$ cat config.mk
export PLATFORM = sky130hd
export DESIGN_NAME = hisTop
export DESIGN_NICKNAME = d
export VERILOG_FILES = /design/src/hisPkg.sv /design/src/hisBuilder.sv /design/src/hisDistributor.sv /design/src/hisTop.sv /design/src/peakDetecter.sv
export SDC_FILE = /design/constraint.sdc
export NUM_CORES = 1
export LEC_CHECK = 0
export BUFFER_PORTS_ARGS = -buffer_cell sky130_fd_sc_hd__buf_2
export CAP_MARGIN = 20
export CORE_MARGIN = 4
export CORE_UTILIZATION = 30
export DETAILED_ROUTE_END_ITERATION = 12
export PLACE_DENSITY_LB_ADDON = 0.2
export SLEW_MARGIN = 20
export SYNTH_ARGS = -nofsm -noshare
export SYNTH_HDL_FRONTEND = slang
export SYNTH_HIERARCHICAL = 1
export SYNTH_SLANG_ARGS = --single-unit
$ cat constraint.sdc
create_clock -name clk -period 4.3 [get_ports clk]
set_input_delay 0.215 -clock clk [delete_from_list [all_inputs] [get_ports clk]]
set_output_delay 0.215 -clock clk [all_outputs]
set_load 0.05 [all_outputs]
$ cat src/hisPkg.sv
package hisPkg;

    // raw timestamp width
    localparam int DATA_BITS = 10;

    // coarse bin index, top bits of the timestamp
    localparam int BIN_BITS = 4;
    localparam int BIN_NUM = 2 ** BIN_BITS;

    // per-bin hit counter, saturates at all ones
    localparam int COUNT_BITS = 8;

    // pixel index, up to 16 pixels
    localparam int PIXEL_BITS = 4;
    localparam int PIXEL_NUM_DEFAULT = 4;

    // one incoming hit
    typedef struct packed {
        logic [PIXEL_BITS-1:0] pixel;
        logic [DATA_BITS-1:0]  data;
    } hisSample_t;

    // routed hit, one per pixel bank
    typedef struct packed {
        logic                valid;
        logic [BIN_BITS-1:0] bin;
    } binUpdate_t;

    // peak of one pixel histogram
    typedef struct packed {
        logic [PIXEL_BITS-1:0] pixel;
        logic [BIN_BITS-1:0]   bin;
        logic [COUNT_BITS-1:0] count;
    } peakResult_t;

endpackage

$ cat src/hisBuilder.sv
`timescale 1ns/1ps

module hisBuilder (
    input  logic                          clk,
    input  logic                          reset,
    input  hisPkg::binUpdate_t            binUpdate,
    input  logic                          readEn,
    input  logic [hisPkg::BIN_BITS-1:0]   readBin,
    output logic [hisPkg::COUNT_BITS-1:0] count
);

    // one counter per bin
    logic [hisPkg::COUNT_BITS-1:0] mem [hisPkg::BIN_NUM];

    // reset walk over all bins
    logic                        clearing;
    logic [hisPkg::BIN_BITS-1:0] clearPtr;

    // read stage of the update pipeline
    logic                          rdValid;
    logic [hisPkg::BIN_BITS-1:0]   rdBin;
    logic [hisPkg::COUNT_BITS-1:0] rdCount;

    // write stage value, saturated
    logic [hisPkg::COUNT_BITS-1:0] incCount;

    // forward the write in flight when the same bin comes right behind it
    logic                          fwdHit;
    logic [hisPkg::COUNT_BITS-1:0] rdSource;

    assign incCount = (rdCount == '1) ? rdCount : rdCount + 1'b1;

    assign fwdHit = rdValid && (rdBin == binUpdate.bin);
    assign rdSource = fwdHit ? incCount : mem[binUpdate.bin];

    // control state
    always_ff @(posedge clk) begin
        if (reset) begin
            clearing <= 1'b1;
            clearPtr <= '0;
            rdValid <= 1'b0;
        end else begin
            if (clearing) begin
                clearPtr <= clearPtr + 1'b1;
                // last bin zeroed on this edge
                if (clearPtr == '1) begin
                    clearing <= 1'b0;
                end
            end
            rdValid <= binUpdate.valid;
        end
    end

    // read stage payload
    always_ff @(posedge clk) begin
        if (binUpdate.valid) begin
            rdBin <= binUpdate.bin;
            rdCount <= rdSource;
        end
    end

    // single write port
    // reset walk first, then read-and-clear, then the hit update
    always_ff @(posedge clk) begin
        if (clearing) begin
            mem[clearPtr] <= '0;
        end else if (readEn) begin
            mem[readBin] <= '0;
        end else if (rdValid) begin
            mem[rdBin] <= incCount;
        end
    end

    // read port, count valid the cycle after readEn
    always_ff @(posedge clk) begin
        if (readEn) begin
            count <= mem[readBin];
        end
    end

endmodule

$ cat src/hisDistributor.sv
`timescale 1ns/1ps

module hisDistributor #(
    parameter int PIXEL_NUM = hisPkg::PIXEL_NUM_DEFAULT
) (
    input  logic               clk,
    input  logic               reset,
    input  hisPkg::hisSample_t sample,
    input  logic               sampleValid,
    output logic               sampleReady,
    input  logic               busy,
    output hisPkg::binUpdate_t binUpdate [PIXEL_NUM]
);

    // sample handshake
    logic accept;

    // coarse bin of the incoming timestamp
    logic [hisPkg::BIN_BITS-1:0] sampleBin;

    // one valid per pixel, bin register shared by all
    logic [PIXEL_NUM-1:0]        updValid;
    logic [hisPkg::BIN_BITS-1:0] updBin;

    assign accept = sampleValid & sampleReady;

    // top BIN_BITS of the raw timestamp
    assign sampleBin = sample.data[hisPkg::DATA_BITS-1 -: hisPkg::BIN_BITS];

    always_ff @(posedge clk) begin
        if (reset) begin
            // closed until the clear sweep has run
            sampleReady <= 1'b0;
            updValid <= '0;
        end else begin
            // no samples while the banks are being read
            sampleReady <= ~busy;
            for (int i = 0; i < PIXEL_NUM; i++) begin
                // indexes at or above PIXEL_NUM match no bank and are lost
                updValid[i] <= accept && (sample.pixel == hisPkg::PIXEL_BITS'(i));
            end
        end
    end

    // payload, only meaningful with a valid
    always_ff @(posedge clk) begin
        if (accept) begin
            updBin <= sampleBin;
        end
    end

    // fan out to the banks
    always_comb begin
        for (int i = 0; i < PIXEL_NUM; i++) begin
            binUpdate[i].valid = updValid[i];
            binUpdate[i].bin = updBin;
        end
    end

endmodule

$ cat src/hisTop.sv
`timescale 1ns/1ps

module hisTop #(
    parameter int PIXEL_NUM = hisPkg::PIXEL_NUM_DEFAULT
) (
    input  logic                clk,
    input  logic                reset,
    input  hisPkg::hisSample_t  sample,
    input  logic                sampleValid,
    output logic                sampleReady,
    input  logic                acqDone,
    output hisPkg::peakResult_t peak,
    output logic                peakValid,
    input  logic                peakReady,
    output logic                busy
);

    // distributor to banks
    hisPkg::binUpdate_t binUpdate [PIXEL_NUM];

    // bank read ports
    logic [hisPkg::COUNT_BITS-1:0] pixelCount [PIXEL_NUM];
    logic [PIXEL_NUM-1:0]          pixelReadEn;

    // detector scan side
    logic [hisPkg::BIN_BITS-1:0]   scanBin;
    logic [hisPkg::PIXEL_BITS-1:0] scanPixel;
    logic                          readEn;
    logic [hisPkg::COUNT_BITS-1:0] scanCount;

    // acqDone closes the sample port on the same edge busy rises
    logic inputHold;

    assign inputHold = busy | acqDone;

    hisDistributor #(
        .PIXEL_NUM(PIXEL_NUM)
    ) distributor_i (
        .clk(clk),
        .reset(reset),
        .sample(sample),
        .sampleValid(sampleValid),
        .sampleReady(sampleReady),
        .busy(inputHold),
        .binUpdate(binUpdate)
    );

    // one histogram bank per pixel
    for (genvar g = 0; g < PIXEL_NUM; g++) begin : genBank
        // only the scanned bank is read, and cleared
        assign pixelReadEn[g] = readEn && (scanPixel == hisPkg::PIXEL_BITS'(g));

        hisBuilder builder_i (
            .clk(clk),
            .reset(reset),
            .binUpdate(binUpdate[g]),
            .readEn(pixelReadEn[g]),
            .readBin(scanBin),
            .count(pixelCount[g])
        );
    end

    // count select on the scanned pixel
    always_comb begin
        scanCount = '0;
        for (int p = 0; p < PIXEL_NUM; p++) begin
            if (scanPixel == hisPkg::PIXEL_BITS'(p)) begin
                scanCount = pixelCount[p];
            end
        end
    end

    peakDetecter #(
        .PIXEL_NUM(PIXEL_NUM)
    ) detecter_i (
        .clk(clk),
        .reset(reset),
        .acqDone(acqDone),
        .scanBin(scanBin),
        .scanPixel(scanPixel),
        .readEn(readEn),
        .count(scanCount),
        .peak(peak),
        .peakValid(peakValid),
        .peakReady(peakReady),
        .busy(busy)
    );

endmodule

$ cat src/peakDetecter.sv
`timescale 1ns/1ps

module peakDetecter #(
    parameter int PIXEL_NUM = hisPkg::PIXEL_NUM_DEFAULT
) (
    input  logic                          clk,
    input  logic                          reset,
    input  logic                          acqDone,
    output logic [hisPkg::BIN_BITS-1:0]   scanBin,
    output logic [hisPkg::PIXEL_BITS-1:0] scanPixel,
    output logic                          readEn,
    input  logic [hisPkg::COUNT_BITS-1:0] count,
    output hisPkg::peakResult_t           peak,
    output logic                          peakValid,
    input  logic                          peakReady,
    output logic                          busy
);

    localparam int STEP_BITS = hisPkg::BIN_BITS + 1;

    // step counter limits for clear, drain and scan
    localparam logic [STEP_BITS-1:0] CLEAR_LAST = STEP_BITS'(hisPkg::BIN_NUM - 1);
    localparam logic [STEP_BITS-1:0] DRAIN_LAST = STEP_BITS'(1);
    localparam logic [STEP_BITS-1:0] SCAN_LAST = STEP_BITS'(hisPkg::BIN_NUM);
    localparam logic [hisPkg::PIXEL_BITS-1:0] LAST_PIXEL = hisPkg::PIXEL_BITS'(PIXEL_NUM - 1);

    typedef enum logic [2:0] {
        IDLE,
        CLEAR,
        DRAIN,
        SCAN,
        OFFER
    } state_t;

    state_t state;
    logic [STEP_BITS-1:0] stepCnt;

    // count on the input belongs to cmpBin when cmpValid
    logic                        cmpValid;
    logic [hisPkg::BIN_BITS-1:0] cmpBin;

    // running maximum of the pixel being scanned
    logic [hisPkg::COUNT_BITS-1:0] maxCount;
    logic [hisPkg::BIN_BITS-1:0]   maxBin;
    logic [hisPkg::COUNT_BITS-1:0] nextMaxCount;
    logic [hisPkg::BIN_BITS-1:0]   nextMaxBin;

    logic scanLast;
    logic peakTaken;
    logic startScan;

    assign scanLast = (stepCnt == SCAN_LAST);
    assign peakTaken = (state == OFFER) && peakReady;

    // new pixel scan, out of the drain wait or after an accepted peak
    assign startScan = ((state == DRAIN) && (stepCnt == DRAIN_LAST)) ||
                       (peakTaken && (scanPixel != LAST_PIXEL));

    // one read per bin, the extra cycle only collects the last count
    assign readEn = (state == SCAN) && !scanLast;
    assign scanBin = stepCnt[hisPkg::BIN_BITS-1:0];

    assign busy = (state != IDLE);
    assign peakValid = (state == OFFER);

    // strict compare, so a tie keeps the lower bin
    always_comb begin
        nextMaxCount = maxCount;
        nextMaxBin = maxBin;
        if (cmpValid && (count > maxCount)) begin
            nextMaxCount = count;
            nextMaxBin = cmpBin;
        end
    end

    always_ff @(posedge clk) begin
        if (reset) begin
            // banks run their clear walk in step with CLEAR
            state <= CLEAR;
            stepCnt <= '0;
            scanPixel <= '0;
            cmpValid <= 1'b0;
        end else begin
            cmpValid <= readEn;
            case (state)
                IDLE: begin
                    if (acqDone) begin
                        state <= DRAIN;
                        stepCnt <= '0;
                        scanPixel <= '0;
                    end
                end
                CLEAR: begin
                    stepCnt <= stepCnt + 1'b1;
                    if (stepCnt == CLEAR_LAST) begin
                        state <= IDLE;
                    end
                end
                // two cycles so the last updates reach memory
                DRAIN: begin
                    stepCnt <= stepCnt + 1'b1;
                    if (startScan) begin
                        state <= SCAN;
                        stepCnt <= '0;
                    end
                end
                SCAN: begin
                    stepCnt <= stepCnt + 1'b1;
                    if (scanLast) begin
                        state <= OFFER;
                    end
                end
                // held here until the peak is taken
                OFFER: begin
                    if (startScan) begin
                        state <= SCAN;
                        stepCnt <= '0;
                        scanPixel <= scanPixel + 1'b1;
                    end else if (peakTaken) begin
                        state <= IDLE;
                    end
                end
                default: begin
                    state <= IDLE;
                end
            endcase
        end
    end

    always_ff @(posedge clk) begin
        cmpBin <= scanBin;
        // empty histogram ends as bin 0, count 0
        if (startScan) begin
            maxCount <= '0;
            maxBin <= '0;
        end else begin
            maxCount <= nextMaxCount;
            maxBin <= nextMaxBin;
        end
        // last bin folded in on the same edge
        if ((state == SCAN) && scanLast) begin
            peak.pixel <= scanPixel;
            peak.bin <= nextMaxBin;
            peak.count <= nextMaxCount;
        end
    end

endmodule

==> results.txt <==
Counting flops and latches in the post-synthesis netlist gives 670. The number of synthesis warnings is 6, and the net count after synthesis is 1862. The dominant cell type by count on the critical path is nor2_1.

The number of hold-slack violations in the final timing report is 0. The run gives 15.2 mW as the final total power. The setup total negative slack came out at 0 ps.

In this run the critical register-to-register path is captured at genBank[2].builder_i/mem[9][6]. The number of antenna violations at the first check in global routing came out at 1. Walking the worst path, the cells encountered are nor2b_1, nand2_1, nor2_1, and4b_2, o21bai_1, and2_1, a211o_1, nor2_1. The tree built by TritonCTS fans out to 670 sinks. Clock-pin slew reported for the worst setup and hold paths after clock tree synthesis: 60 ps. STA classifies the critical path endpoint as a flop. The final core utilization is 34.6%.

The startpoint identified for the worst register-to-register timing path is detecter_i/state[1]. The hold path depth came out at 2. The tightest min-delay check is of the primary input to flop type.

The count of max-cap constraint violations is 0, and the worst-case clock skew is 25.4 ps. The logs give 38 for the boundary pin count and 120 for the number of rows in the core area. The peak per-stage delay on the critical path was 880 ps; the insertion delay to the later sink of the worst-skew pair was 630 ps.

For the number of global-route vias before repair, the log shows 18453. Compared with the post-synthesis result, the final layout area differs by 14.4%. The cell area after layout is 0.0371 mm^2. The tools report the startpoint of the tightest hold check path as reset.

The count of nets left with antenna violations once routing finished came out at 0. No sink is reached through more buffers than the 3 on the longest clock path. For this run, the total global-route usage over all layers was measured as 15.6%. The depth of the most critical reg-to-reg path is 8. TritonCTS built the clock tree. In this run the cell area measured after placement is 0.0343 mm^2.

In the routed design, unresolved DRC markers number 0. Data arrives at the worst endpoint at 4040 ps. Setup repair after global routing left no endpoint under its margin. The area of the mapped netlist was 0.0325 mm^2. The routed design has 88900 um of wire.

Dominant register cell in the synthesized netlist: edfxtp_1. After synthesis, the mean cell area works out to 17.8 um^2. In this run, distinct cell masters in the synthesized netlist total 71. In the final layout, the share of cells above drive strength 1 is 22.5%. The clock tree synthesis step divided the H-tree into 3 levels. The highest-delay cell along the critical path was nor2_1. STA classifies the critical path startpoint as a flop.

The share of the clock period used by the worst path after layout works out to 88.7%. Entering global routing, the biggest net connects 138 pins. The largest voltage drop on the vdd net is 0.254 mV. The timing-limited maximum frequency is 262 MHz. Setup slack on the worst reg-to-reg path comes out at 490 ps. The run gives 130000 um as the first-pass GRT wire length. Data on the critical path is required at its endpoint by 4530 ps.

The standby leakage power was 11.4 nW. Synthesized netlist cell count: 1822. The die covers 0.114 mm^2.

The run gives 60.2% as the proportion of synthesized chip area in sequential cells. The count of placed standard cells in the final layout, fillers left out is 3393. The flow ran to the end, and the final reports show no timing, DRC or antenna violations. At the placement stage, the worst setup path has a slack of 498 ps. The critical path is of the flop to flop type.

TritonCTS created 80 clock buffers. The tools report the final-report max-slew violation count as 0. Across all hold checks on the routed design, the worst slack comes to 158 ps. The endpoint of the worst hold-timing path was genBank[3].builder_i/clearPtr[2].

In the final design database the tool counted 1969 nets. In this run, the number of DRC markers left after iteration 0 of detailed routing was 1509. The worst-margin pin slew is 1160 ps.

The length of the first detailed-routing pass in iterations was 5. After floorplanning, the core was sized to cover 0.107 mm^2. Areal power density over the cells: 410 mW/mm^2.

In the final routed layout, each cell accounts on average for 26.2 um. The number of placed instances, taps included, is 3233. The weighted congestion reported at the end of routability-driven placement was 0.804. Vertical die dimension: 337 um. The starting density of the core is 30.3%, and the post-synthesis async set-or-reset flop share is 0%. The number of synthesized flops with an enable pin was 612; the number of vias per cell after detailed routing was 5.36. The horizontal extent of the die works out to 337 um. The count of input and output buffers is 31, and the detailed placement HPWL is 56800 um.

The worst slew margin relative to its limit is 22.6%. The detailed-route via count was 18199. The cell sitting at the root of the clock tree is a clkbuf_16. After layout, the minimum clock period comes to 3810 ps.

After global routing the overflow that remains totals 0. Along the worst path, the maximum fanout reaches 20. The number of failing setup endpoints in the final timing report was 0; the worst setup margin was 487 ps.
-- registers in the layout, summed over array words and instances (netlist names) --
signal and count:
detecter_i/maxCount 8, detecter_i/state 3, genBank.builder_i/clearing 4, detecter_i/peak 16
detecter_i/maxBin 4, distributor_i/updBin 4, detecter_i/stepCnt 5, distributor_i/sampleReady 1
detecter_i/scanPixel 4, genBank.builder_i/clearPtr 16, genBank.builder_i/rdValid 4, detecter_i/cmpValid 1
detecter_i/cmpBin 4, genBank.builder_i/rdCount 32, distributor_i/updValid 4, genBank.builder_i/count 32
genBank.builder_i/mem 512, genBank.builder_i/rdBin 16
-- placed cells by master (no fill, tap or decap), drive strengths merged, types with 44 or more instances in the layout --
cell type / instances
nand3: 44
mux2i: 76
clkbuf: 100
nand2: 52
mux4: 288
edfxtp: 612
nor2: 128
buf: 138
dfxtp: 58
o21ai: 50
-- cell usage after synthesis, drive strengths merged, types with 31 or more instances --
| cell type | instances | share of area [%] |
|---|---|---|
| mux2i | 76 | 2.3 |
| mux4 | 288 | 22 |
| o21ai | 50 | 0.77 |
| nand3 | 44 | 0.74 |
| nor3 | 31 | 0.49 |
| buf | 91 | 2.4 |
| nand2 | 52 | 0.60 |
| clkbuf | 31 | 0.40 |
| nor2 | 128 | 1.5 |
| a22o | 40 | 1.1 |
| dfxtp | 58 | 3.6 |
| edfxtp | 612 | 57 |
| inv | 35 | 0.40 |
-- how the worst max path moves through the flow --
stage          depth (start not counted)           startpoint                              end
2_1_floorplan                         10  detecter_i/state[1]   genBank[0].builder_i/mem[4][0]
3_3_place_gp                           8  detecter_i/state[1]   genBank[2].builder_i/mem[1][4]
3_5_place_dp                           8  detecter_i/state[1]  genBank[2].builder_i/mem[13][7]
4_1_cts                                8  detecter_i/state[1]  genBank[2].builder_i/mem[13][3]
5_1_grt                                8  detecter_i/state[1]   genBank[0].builder_i/mem[1][7]
6_report                               8  detecter_i/state[1]   genBank[2].builder_i/mem[9][6]
-- logic make-up (layout without fill, tap and decap cells) --
group | Yosys count | count (layout) | share of synthesized area (%)
and+or+nand+nor | 364 | 364 | 5.76
adders and majority gates | 21 | 21 | 0.810
xor gates and xnor gates | 33 | 33 | 0.891
buffers and inverters | 161 | 328 | 3.32
muxes | 376 | 376 | 24.3
other | 0 | 1 | 0
DFF | 670 | 670 | 60.2
AOI/OAI and AO/OA | 197 | 197 | 4.69
-- where the power goes --
part	switching [mW]	leakage (nW)	internal [mW]
logic	0.557	4.61	0.479
clock network	2.68	1.29	4.22
registers	0.0728	5.51	7.20
total	3.31	11.4	11.9
-- critical path: cells and delay by family (launching register included) --
family	cells	cell delay (ps)
flops	1	520
compound gates	2	480
simple gates	6	2400
-- routing by layer --
layer / share of wire [%] / global-route usage, % / vias up
met5: 0 / 0 / -
met4: 2.0 / 4.02 / 0
li1: - / - / 7861
met3: 5.4 / 2.56 / 127
met2: 47 / 25.4 / 581
met1: 46 / 21.8 / 9630
-- layout make-up --
class	instances	area (um^2)
clock inverters	42	531
fillers	10126	70100
repair buffers	151	1200
inverters	35	131
well taps	1403	1760
diodes	1	2.50
flip-flops and latches	670	19600
clock buffers	100	2130
multi-input cells	991	11800
-- what timing repair did --
| item | in CTS | in global routing |
|---|---|---|
| hold buffers | 13 | 0 |
| hold endpoints to repair | 10 | 0 |
| resized for setup | 0 | 0 |
| setup buffers | 0 | 0 |
Power figures use the tool's default switching activity.
